--- config.mk ---
export PLATFORM = sky130hd
export DESIGN_NAME = ucore_top
export DESIGN_NICKNAME = d
export VERILOG_FILES = /design/src/source/ucore_pkg.sv /design/src/source/alu_flags.sv /design/src/source/apb_port.sv /design/src/source/instr_fifo.sv /design/src/source/micro_rom.sv /design/src/source/micro_seq.sv /design/src/source/ucore_top.sv
export SDC_FILE = /design/constraint.sdc
export NUM_CORES = 1
export LEC_CHECK = 0
export BUFFER_PORTS_ARGS = -buffer_cell sky130_fd_sc_hd__buf_2
export CORE_MARGIN = 4
export CORE_UTILIZATION = 40
export CTS_CLUSTER_SIZE = 24
export DETAILED_ROUTE_END_ITERATION = 8
export GPL_TIMING_DRIVEN = 1
export PLACE_DENSITY = 0.64
export REMOVE_ABC_BUFFERS = 1
export SLEW_MARGIN = 5
export SYNTH_ARGS = -nofsm -noshare
export SYNTH_HDL_FRONTEND = slang
export SYNTH_SLANG_ARGS = --single-unit
export TNS_END_PERCENT = 20
--- constraint.sdc ---
create_clock -name clk -period 6.1 [get_ports clk]
set_input_delay 0 -clock clk [delete_from_list [all_inputs] [get_ports clk]]
set_output_delay 0 -clock clk [all_outputs]
set_load 0.1 [all_outputs]
--- src/source/ucore_pkg.sv ---
`default_nettype none

package ucore_pkg;

    // host instruction opcodes, bits 15:12 of the command word
    typedef enum logic [3:0] {
        OP_NOP  = 4'h0,             // codes above OP_CADD fold to this
        OP_LD   = 4'h1,             // acc = imm
        OP_ADD  = 4'h2,             // acc = acc + imm
        OP_SUB  = 4'h3,             // acc = acc - imm
        OP_AND  = 4'h4,
        OP_OR   = 4'h5,
        OP_XOR  = 4'h6,
        OP_CMP  = 4'h7,             // flags only
        OP_CLD  = 4'h8,             // LD when cc holds
        OP_CADD = 4'h9              // ADD when cc holds
    } op_t;

    // micro-operations held in the micro rom
    typedef enum logic [2:0] {
        U_NEXT   = 3'd0,            // step on, commits flags inside the routine
        U_ALU    = 3'd1,            // compute into holding regs
        U_WRACC  = 3'd2,            // commit result to acc
        U_CALLF  = 3'd3,            // jump to flag routine
        U_RET    = 3'd4,            // back to caller
        U_SKIPNC = 3'd5,            // abort if cc false
        U_END    = 3'd6             // instruction done
    } uop_t;

    // apb word addresses
    typedef enum logic [3:0] {
        A_CMD    = 4'h0,            // write only, fifo push
        A_ACC    = 4'h4,            // read only
        A_FLAGS  = 4'h8,            // read only
        A_STATUS = 4'hC             // busy full empty in bits 0 1 2
    } reg_addr_t;

    // flag register bit positions
    localparam int FS = 7;          // sign
    localparam int FZ = 6;          // zero
    localparam int FH = 4;          // half carry
    localparam int FV = 2;          // overflow
    localparam int FN = 1;          // subtract
    localparam int FC = 0;          // carry

    // instruction fifo sizing
    localparam int unsigned FIFO_DEPTH = 4;
    localparam int unsigned FIFO_AW    = 2;   // pointer bits

    // fixed micro addresses
    localparam logic [7:0] UA_FLAGS = 8'hF0;  // shared flag-write routine
    localparam logic [7:0] UA_IDLE  = 8'h00;  // parked here when idle

endpackage

`default_nettype wire

--- src/source/alu_flags.sv ---
`default_nettype none

module alu_flags (
    input  logic           clk,
    input  logic           rst,
    input  ucore_pkg::op_t op,
    input  logic [7:0]     imm,
    input  logic           alu_go,
    input  logic           acc_we,
    input  logic           flags_we,
    output logic [7:0]     acc,
    output logic [7:0]     flags
);
    import ucore_pkg::*;

    logic [8:0] sum;                        // bit 8 is carry
    logic [8:0] diff;                       // bit 8 is borrow
    logic [4:0] sum_lo;                     // low nibble add
    logic [4:0] diff_lo;                    // low nibble subtract
    logic [7:0] res;
    logic [7:0] nf;                         // next flag set
    logic [7:0] res_q;                      // held until acc_we
    logic [7:0] nf_q;                       // held until flags_we

    assign sum     = {1'b0, acc} + {1'b0, imm};
    assign diff    = {1'b0, acc} - {1'b0, imm};
    assign sum_lo  = {1'b0, acc[3:0]} + {1'b0, imm[3:0]};
    assign diff_lo = {1'b0, acc[3:0]} - {1'b0, imm[3:0]};

    always_comb begin
        nf  = '0;                           // unlisted flags clear
        res = acc;
        case (op)
            OP_LD, OP_CLD: res = imm;
            OP_ADD, OP_CADD: begin
                res     = sum[7:0];
                nf[FH]  = sum_lo[4];        // carry out of bit 3
                nf[FV]  = (acc[7] == imm[7]) && (sum[7] != acc[7]);
                nf[FC]  = sum[8];
            end
            OP_SUB, OP_CMP: begin
                res     = diff[7:0];
                nf[FH]  = diff_lo[4];       // borrow into bit 4
                nf[FV]  = (acc[7] != imm[7]) && (diff[7] != acc[7]);
                nf[FN]  = 1'b1;
                nf[FC]  = diff[8];
            end
            OP_AND: begin
                res     = acc & imm;
                nf[FH]  = 1'b1;
            end
            OP_OR:   res = acc | imm;
            OP_XOR:  res = acc ^ imm;
            default: res = acc;             // nop keeps acc
        endcase
        nf[FS] = res[7];
        nf[FZ] = res == 8'd0;
    end

    always_ff @(posedge clk) begin
        if (alu_go) begin
            res_q <= res;
            nf_q  <= nf;
        end
    end

    always_ff @(posedge clk, posedge rst) begin
        if (rst) begin
            acc   <= '0;
            flags <= '0;
        end else begin
            if (acc_we) acc <= res_q;       // WRACC step
            if (flags_we) flags <= nf_q;    // flag routine step
        end
    end

endmodule

`default_nettype wire

--- src/source/apb_port.sv ---
`default_nettype none

module apb_port (
    input  logic        clk,
    input  logic        rst,
    input  logic        psel,
    input  logic        penable,
    input  logic        pwrite,
    input  logic [3:0]  paddr,
    input  logic [31:0] pwdata,
    input  logic        full,
    input  logic        empty,
    input  logic        busy_seq,
    input  logic [7:0]  acc,
    input  logic [7:0]  flags,
    output logic [31:0] prdata,
    output logic        pready,
    output logic        pslverr,
    output logic        push,
    output logic [15:0] push_data
);
    import ucore_pkg::*;

    logic        setup;                         // first apb cycle
    logic        access;                        // second apb cycle
    logic        is_cmd;
    logic        is_ro;
    logic        busy;
    logic        err;
    logic [31:0] rd_mux;

    assign setup  = psel && !penable;
    assign access = psel && penable;
    assign is_cmd = paddr == A_CMD;
    assign busy   = busy_seq || !empty;         // queued work counts as busy

    // read side decode, also tells which addresses are readable
    always_comb begin
        is_ro  = 1'b1;
        rd_mux = '0;
        case (paddr)
            A_ACC:    rd_mux = {24'd0, acc};
            A_FLAGS:  rd_mux = {24'd0, flags};
            A_STATUS: rd_mux = {29'd0, empty, full, busy};
            default:  is_ro = 1'b0;             // cmd and unmapped
        endcase
    end

    // error cases per direction
    always_comb begin
        if (pwrite) begin
            err = !is_cmd || full;              // ro target or no room
        end else begin
            err = !is_ro;                       // cmd read or hole
        end
    end

    assign pready    = 1'b1;                    // zero wait states
    assign pslverr   = access && err;
    assign push      = access && pwrite && is_cmd && !full;  // full drops the word
    assign push_data = pwdata[15:0];

    // read data sampled in setup so it is stable through access
    always_ff @(posedge clk, posedge rst) begin
        if (rst) begin
            prdata <= '0;
        end else if (setup && !pwrite) begin
            prdata <= rd_mux;
        end
    end

endmodule

`default_nettype wire

--- src/source/instr_fifo.sv ---
`default_nettype none

module instr_fifo (
    input  logic        clk,
    input  logic        rst,
    input  logic        push,
    input  logic [15:0] push_data,
    input  logic        pop,
    output logic [15:0] pop_data,
    output logic        full,
    output logic        empty
);
    import ucore_pkg::*;

    logic [15:0]        mem [FIFO_DEPTH];   // word storage
    logic [FIFO_AW-1:0] wr_ptr;
    logic [FIFO_AW-1:0] rd_ptr;
    logic [FIFO_AW:0]   count;              // occupancy 0..depth
    logic               do_push;
    logic               do_pop;

    assign full     = count == (FIFO_AW + 1)'(FIFO_DEPTH);
    assign empty    = count == '0;
    assign do_push  = push && !full;        // overflow ignored
    assign do_pop   = pop && !empty;        // underflow ignored
    assign pop_data = mem[rd_ptr];          // head shows without a pop

    always_ff @(posedge clk) begin
        if (do_push) begin
            mem[wr_ptr] <= push_data;
        end
    end

    always_ff @(posedge clk, posedge rst) begin
        if (rst) begin
            wr_ptr <= '0;
            rd_ptr <= '0;
            count  <= '0;
        end else begin
            if (do_push) begin
                wr_ptr <= wr_ptr + 1'b1;    // wraps at depth
            end
            if (do_pop) begin
                rd_ptr <= rd_ptr + 1'b1;
            end
            case ({do_push, do_pop})
                2'b10:   count <= count + 1'b1;
                2'b01:   count <= count - 1'b1;
                default: count <= count;    // both or neither
            endcase
        end
    end

endmodule

`default_nettype wire

--- src/source/micro_rom.sv ---
`default_nettype none

module micro_rom (
    input  logic [7:0]      uaddr,
    output ucore_pkg::uop_t uop
);
    import ucore_pkg::*;

    logic [3:0] step;                       // position inside a program
    op_t        page;                       // opcode page of the address

    assign step = uaddr[3:0];
    assign page = op_t'(uaddr[7:4]);

    always_comb begin
        uop = U_END;                        // unused slots end the instruction
        if (uaddr[7:4] == UA_FLAGS[7:4]) begin
            // shared flag-write routine
            case (step)
                4'd0:    uop = U_NEXT;      // flags_we raised here
                4'd1:    uop = U_RET;
                default: uop = U_END;
            endcase
        end else begin
            case (page)
                OP_LD, OP_ADD, OP_SUB, OP_AND, OP_OR, OP_XOR: begin
                    case (step)
                        4'd0:    uop = U_ALU;
                        4'd1:    uop = U_WRACC;
                        4'd2:    uop = U_CALLF;
                        default: uop = U_END;
                    endcase
                end
                OP_CMP: begin
                    case (step)
                        4'd0:    uop = U_ALU;
                        4'd1:    uop = U_CALLF;     // no acc write
                        default: uop = U_END;
                    endcase
                end
                OP_CLD, OP_CADD: begin
                    case (step)
                        4'd0:    uop = U_SKIPNC;    // test cc first
                        4'd1:    uop = U_ALU;
                        4'd2:    uop = U_WRACC;
                        4'd3:    uop = U_CALLF;
                        default: uop = U_END;
                    endcase
                end
                default: uop = U_END;       // nop page
            endcase
        end
    end

endmodule

`default_nettype wire

--- src/source/micro_seq.sv ---
`default_nettype none

module micro_seq (
    input  logic            clk,
    input  logic            rst,
    input  logic            empty,
    input  logic [15:0]     pop_data,
    input  ucore_pkg::uop_t uop,
    input  logic [7:0]      flags,
    output logic            pop,
    output logic [7:0]      uaddr,
    output ucore_pkg::op_t  op,
    output logic [7:0]      imm,
    output logic            alu_go,
    output logic            acc_we,
    output logic            flags_we,
    output logic            busy_seq
);
    import ucore_pkg::*;

    typedef enum logic [1:0] {
        S_IDLE,                             // waiting for a word
        S_DISP,                             // jump to opcode page
        S_RUN                               // one micro-op per cycle
    } state_t;

    state_t     state;
    logic [3:0] cc;                         // latched condition code
    logic [7:0] ret_ua;                     // single return slot
    logic       cc_ok;
    logic       run;
    logic [7:0] nx_ua;                      // next step, same page

    assign run      = state == S_RUN;
    assign nx_ua    = {uaddr[7:4], uaddr[3:0] + 4'd1};
    assign pop      = (state == S_IDLE) && !empty;
    assign busy_seq = state != S_IDLE;
    assign alu_go   = run && (uop == U_ALU);
    assign acc_we   = run && (uop == U_WRACC);
    assign flags_we = run && (uop == U_NEXT);   // NEXT only sits in the flag routine

    // 16 condition codes over the current flags
    always_comb begin
        case (cc)
            4'd0:    cc_ok = 1'b0;
            4'd1:    cc_ok = flags[FS] ^ flags[FV];                 // signed lt
            4'd2:    cc_ok = flags[FZ] | (flags[FS] ^ flags[FV]);   // signed le
            4'd3:    cc_ok = flags[FZ] | flags[FC];                 // unsigned le
            4'd4:    cc_ok = flags[FV];
            4'd5:    cc_ok = flags[FS];
            4'd6:    cc_ok = flags[FZ];
            4'd7:    cc_ok = flags[FC];
            4'd8:    cc_ok = 1'b1;
            4'd9:    cc_ok = ~(flags[FS] ^ flags[FV]);              // signed ge
            4'd10:   cc_ok = ~(flags[FZ] | (flags[FS] ^ flags[FV])); // signed gt
            4'd11:   cc_ok = ~(flags[FZ] | flags[FC]);              // unsigned gt
            4'd12:   cc_ok = ~flags[FV];
            4'd13:   cc_ok = ~flags[FS];
            4'd14:   cc_ok = ~flags[FZ];
            default: cc_ok = ~flags[FC];
        endcase
    end

    // instruction fields taken on pop
    always_ff @(posedge clk) begin
        if (pop) begin
            cc  <= pop_data[11:8];
            imm <= pop_data[7:0];
            if (pop_data[15:12] > OP_CADD) begin
                op <= OP_NOP;               // undefined codes run as nop
            end else begin
                op <= op_t'(pop_data[15:12]);
            end
        end
    end

    always_ff @(posedge clk, posedge rst) begin
        if (rst) begin
            state  <= S_IDLE;
            uaddr  <= UA_IDLE;
            ret_ua <= UA_IDLE;
        end else begin
            case (state)
                S_IDLE: if (pop) state <= S_DISP;
                S_DISP: begin
                    uaddr <= {op, 4'd0};    // entry at opcode times 16
                    state <= S_RUN;
                end
                S_RUN: begin
                    case (uop)
                        U_CALLF: begin
                            ret_ua <= nx_ua;
                            uaddr  <= UA_FLAGS;
                        end
                        U_RET: begin
                            uaddr <= ret_ua;
                        end
                        U_SKIPNC: begin
                            if (cc_ok) begin
                                uaddr <= nx_ua;
                            end else begin
                                state <= S_IDLE;    // condition false so nothing is written
                                uaddr <= UA_IDLE;
                            end
                        end
                        U_END: begin
                            state <= S_IDLE;
                            uaddr <= UA_IDLE;
                        end
                        default: uaddr <= nx_ua;    // NEXT ALU WRACC
                    endcase
                end
                default: state <= S_IDLE;
            endcase
        end
    end

endmodule

`default_nettype wire

--- src/source/ucore_top.sv ---
`default_nettype none

module ucore_top (
    input  logic        clk,
    input  logic        rst,
    input  logic        psel,
    input  logic        penable,
    input  logic        pwrite,
    input  logic [3:0]  paddr,
    input  logic [31:0] pwdata,
    output logic [31:0] prdata,
    output logic        pready,
    output logic        pslverr
);
    import ucore_pkg::*;

    logic        push;                      // port to fifo
    logic [15:0] push_data;
    logic        full;
    logic        empty;
    logic        pop;                       // sequencer to fifo
    logic [15:0] pop_data;
    logic [7:0]  uaddr;                     // sequencer to rom
    uop_t        uop;
    op_t         op;                        // sequencer to alu
    logic [7:0]  imm;
    logic        alu_go;
    logic        acc_we;
    logic        flags_we;
    logic        busy_seq;
    logic [7:0]  acc;
    logic [7:0]  flags;

    apb_port u_apb_port (
        .clk(clk), .rst(rst),
        .psel(psel), .penable(penable), .pwrite(pwrite),
        .paddr(paddr), .pwdata(pwdata),
        .full(full), .empty(empty), .busy_seq(busy_seq),
        .acc(acc), .flags(flags),
        .prdata(prdata), .pready(pready), .pslverr(pslverr),
        .push(push), .push_data(push_data)
    );

    instr_fifo u_fifo (
        .clk(clk), .rst(rst),
        .push(push), .push_data(push_data), .pop(pop),
        .pop_data(pop_data), .full(full), .empty(empty)
    );

    micro_seq u_seq (
        .clk(clk), .rst(rst),
        .empty(empty), .pop_data(pop_data), .uop(uop), .flags(flags),
        .pop(pop), .uaddr(uaddr), .op(op), .imm(imm),
        .alu_go(alu_go), .acc_we(acc_we), .flags_we(flags_we),
        .busy_seq(busy_seq)
    );

    micro_rom u_rom (
        .uaddr(uaddr),
        .uop(uop)
    );

    alu_flags u_alu (
        .clk(clk), .rst(rst),
        .op(op), .imm(imm),
        .alu_go(alu_go), .acc_we(acc_we), .flags_we(flags_we),
        .acc(acc), .flags(flags)
    );

endmodule

`default_nettype wire

==> results.sh <==
export IMPL_outcome="completed"
export IMPL_cts_resized=0
export IMPL_register_area_um2=3969
export IMPL_grt_pass1_wl_um=26830
export IMPL_drtIter0Drc=389
export IMPL_gr_total_overflow=0
export IMPL_synthAdderAreaFrac_pct=7.696
export IMPL_r2r_start="u_seq.op[0]"
export IMPL_finalMaxSlewViolations=0
export IMPL_initial_core_util_pct=40.68
export IMPL_drv_cap=0
export IMPL_nets=769
export IMPL_ir_worst_vdd_v=0.0002798
export IMPL_routed_wl_um=16090
export IMPL_leakage_nw=3.444
export IMPL_cp_arrival_ns=3.91
export IMPL_antenna_found_initial=0
export IMPL_layout_min_cycle_time_ns=3.777
export IMPL_dieWidth_um=145.9
export IMPL_dieArea_um2=21290
export IMPL_hold_buffers=18
export IMPL_hpwl_um=11330
export IMPL_crit_path_end="u_alu.nf_q[4]"
export IMPL_place_inst=880
export IMPL_synth_distinct_cells=75
export IMPL_fin_total_pwr_w=0.004606
export IMPL_finClkSkew_ns=0.01268
export IMPL_drive_gt1_share_pct=16.24
export IMPL_end_kind="register"
export IMPL_hold_slack_ns=0.01717
export IMPL_final_hold_viol_count=0
export IMPL_cp_required_ns=6.23
export IMPL_ff2ff_setup_slack_ns=2.32
export IMPL_syn_area_um2=7609
export IMPL_syn_inst=635
export IMPL_synth_xor_area_share_pct=1.727
export IMPL_ant_nets=0
export IMPL_core_area_um2=18710
export IMPL_synth_ff_type="edfxtp_1"
export IMPL_grt_usage_pct=15.56
export IMPL_cts_buffers=17
export IMPL_fmax_mhz=264.8
export IMPL_synth_edf_count=93
export IMPL_synth_area_mux_share_pct=8.469
export IMPL_r2r_end="u_alu.nf_q[4]"
export IMPL_post_route_drc_count=0
export IMPL_p_per_area_nw_per_um2=533.8
export IMPL_finalSetupTns_ns=0
export IMPL_grt_max_degree=48
export IMPL_worstSkewPairLatency_ns=0.43
export IMPL_synth_simple_gate_area_share_pct=10.79
export IMPL_port_buffers=33
export IMPL_htree_levels=4
export IMPL_ys_ff_latch=140
export IMPL_setup_viol_count_final=0
export IMPL_hold_path_class="input pin to register"
export IMPL_syn_area_per_cell_um2=11.98
export IMPL_clock_sinks=140
export IMPL_vias=5194
export IMPL_io_pins=75
export IMPL_cp_max_fo=20
export IMPL_grt_pass1_vias=5332
export IMPL_startpoint="u_seq.op[0]"
export IMPL_grt_setup_unrepaired="false"
export IMPL_cts_root_buf="clkbuf_16"
export IMPL_clk_path_buf_depth=2
export IMPL_viasPerCell=5.585
export IMPL_firstDrtPassIters=6
export IMPL_synthToLayoutAreaGrowth_pct=13.40
export IMPL_antenna_cells=0
export IMPL_cts_tree="done"
export IMPL_cts_setup_buffers=0
export IMPL_multi_input_area_um2=3272
export IMPL_rows=50
export IMPL_max_slew_margin_rel_pct=29.04
export IMPL_synth_warnings=0
export IMPL_worst_pin_slew_ns=1.064
export IMPL_synth_top_family_by_area="compound AO/OA/AOI/OAI gates"
export IMPL_critPathLaunchType="register"
export IMPL_finalNonFillerCells=930
export IMPL_period_share_pct=61.92
export IMPL_routedWlPerCell_um=17.30
export IMPL_r2r_cells=12
export IMPL_ys_seq_area_share_pct=52.16
export IMPL_die_height_um=145.9
export IMPL_place_congestion=0.9203
export IMPL_synth_compound_area_share_pct=13.01
export IMPL_num_fill_cells=1625
export IMPL_worst_setup_path_type="register to register"
export IMPL_clkTransAtPathRegs_ns=0.06
export IMPL_synthArstFlopShare_pct=33.57
==> power breakdown <==
part	internal, W	switching, W	leakage [nW]
sequential	0.00126	0.000322	1.44
combinational	0.000865	0.00116	1.73
clock	0.000570	0.000422	0.269
total	0.00270	0.00191	3.44
==> worst max-delay path, stage by stage (launching register included) <==
cell	delay [ns]
edfxtp_1	0.67
inv_1	0.40
or3_1	0.48
clkinv_1	0.45
nor2_1	0.23
xnor2_1	0.14
ha_1	0.25
o21ai_0	0.07
nand2b_1	0.08
a21oi_1	0.30
o31ai_1	0.14
a32oi_1	0.16
o32ai_1	0.12
==> synthesized netlist by cell type, drive strengths merged (3+ instances only) <==
| master | n | area share [%] |
|---|---|---|
| ha | 42 | 6.9 |
| nor2 | 31 | 1.5 |
| and2 | 9 | 0.74 |
| a222oi | 3 | 0.39 |
| o32ai | 3 | 0.35 |
| or2 | 4 | 0.33 |
| o21bai | 4 | 0.39 |
| nor4 | 4 | 0.33 |
| a22o | 4 | 0.46 |
| nand2b | 3 | 0.25 |
| o31ai | 3 | 0.30 |
| a2bb2oi | 6 | 0.69 |
| inv | 42 | 2.1 |
| nor2b | 15 | 1.2 |
| a31oi | 7 | 0.58 |
| and3 | 7 | 0.58 |
| a22oi | 9 | 0.89 |
| o21ai | 46 | 3.1 |
| nand4 | 3 | 0.25 |
| nor3b | 5 | 0.49 |
| mux4 | 16 | 4.7 |
| edfxtp | 93 | 37 |
| clkbuf | 17 | 0.84 |
| mux2 | 19 | 3.2 |
| o211ai | 3 | 0.30 |
| a221oi | 7 | 0.81 |
| a21oi | 21 | 1.4 |
| nor3 | 6 | 0.39 |
| buf | 31 | 3.1 |
| a211oi | 4 | 0.46 |
| o21a | 3 | 0.30 |
| fa | 3 | 0.79 |
| nand3 | 9 | 0.59 |
| a21o | 4 | 0.39 |
| xor2 | 4 | 0.46 |
| mux2i | 4 | 0.53 |
| nand2 | 45 | 2.2 |
| dfrtp | 47 | 15 |
| xnor2 | 11 | 1.3 |
==> worst min path at each step <==
stage,from,endpoint,slack (ns),depth (start not counted)
CTS,paddr[0],u_apb_port.prdata[2],0.003,3
floorplan,pwdata[0],u_fifo.mem[0][0],0.1,0
global placement,pwdata[12],u_fifo.mem[0][12],0.21,1
detailed placement,pwdata[10],u_fifo.mem[2][10],0.22,1
finish,paddr[0],u_apb_port.prdata[2],0.02,3
global route,paddr[1],u_fifo.wr_ptr[0],0.05,4
==> cells by family after synthesis <==
kind of cell             count (synthesis)
AO/OA/AOI/OAI                          146
XOR/XNOR                                15
adder cells (fa/ha/maj)                 45
buffers and inverters                   91
flip-flops                             140
multiplexers                            39
other                                    2
AND/OR/NAND/NOR                        157
==> registers in the layout (all words and copies together) (netlist names) <==
signal,flops
u_fifo.wr_ptr,2
u_seq.ret_ua,8
u_seq.cc,4
u_seq.imm,8
u_alu.nf_q,5
u_fifo.mem,64
u_fifo.count,3
u_alu.res_q,8
u_fifo.rd_ptr,2
u_alu.acc,8
u_seq.state,2
u_apb_port.prdata,8
u_seq.op,4
u_alu.flags,6
u_seq.uaddr,8
==> stage by stage <==
step | utilization (%) | setup slack (ns) | instance area (um2)
detailed placement | 42.14 | 2.441 | 7883
CTS | 46.13 | 2.423 | 8628
finish | 46.13 | 2.323 | 8628
global route | 46.13 | 2.134 | 8628
global placement | 42.14 | 2.531 | 7883
floorplan | - | 2.773 | 7396
==> final cells by class <==
class | instances | area share [%]
Timing Repair Buffer | 54 | 4.263
Clock buffer | 18 | 4.974
Sequential cell | 140 | 46.00
Clock inverter | 14 | 1.581
Multi-Input combinational cell | 427 | 37.92
Tap cell | 234 | 3.393
Inverter | 43 | 1.871
==> per-layer routing <==
layer	vias to the layer above	GRT usage [%]	wire, um
met5	-	0	0
met2	169	25.94	8045
met1	2579	19.88	6962
met4	0	5.793	273
li1	2419	-	-
met3	27	3.519	805
==> cells in the final DEF, fill, tap and decap left out, drive strengths merged, types with 4 or more instances in the layout <==
master	netlist	routed
inv	42	48
nand2	45	45
or2	4	4
mux2i	4	4
mux2	19	19
nand3	9	9
xor2	4	4
nor3	6	6
dlygate4sd3	0	18
dfrtp	47	47
buf	31	36
and2	9	9
a31oi	7	7
a21oi	21	21
nor3b	5	5
nor2	31	31
o21bai	4	4
clkbuf	17	18
a21o	4	4
nor4	4	4
a211oi	4	4
clkinv	1	5
conb	2	25
mux4	16	16
and3	7	7
a22oi	9	9
edfxtp	93	93
ha	42	42
nor2b	15	15
a22o	4	4
a221oi	7	7
o21ai	46	46
xnor2	11	11
a2bb2oi	6	6
Note: power is estimated with default switching activity, not from simulation.
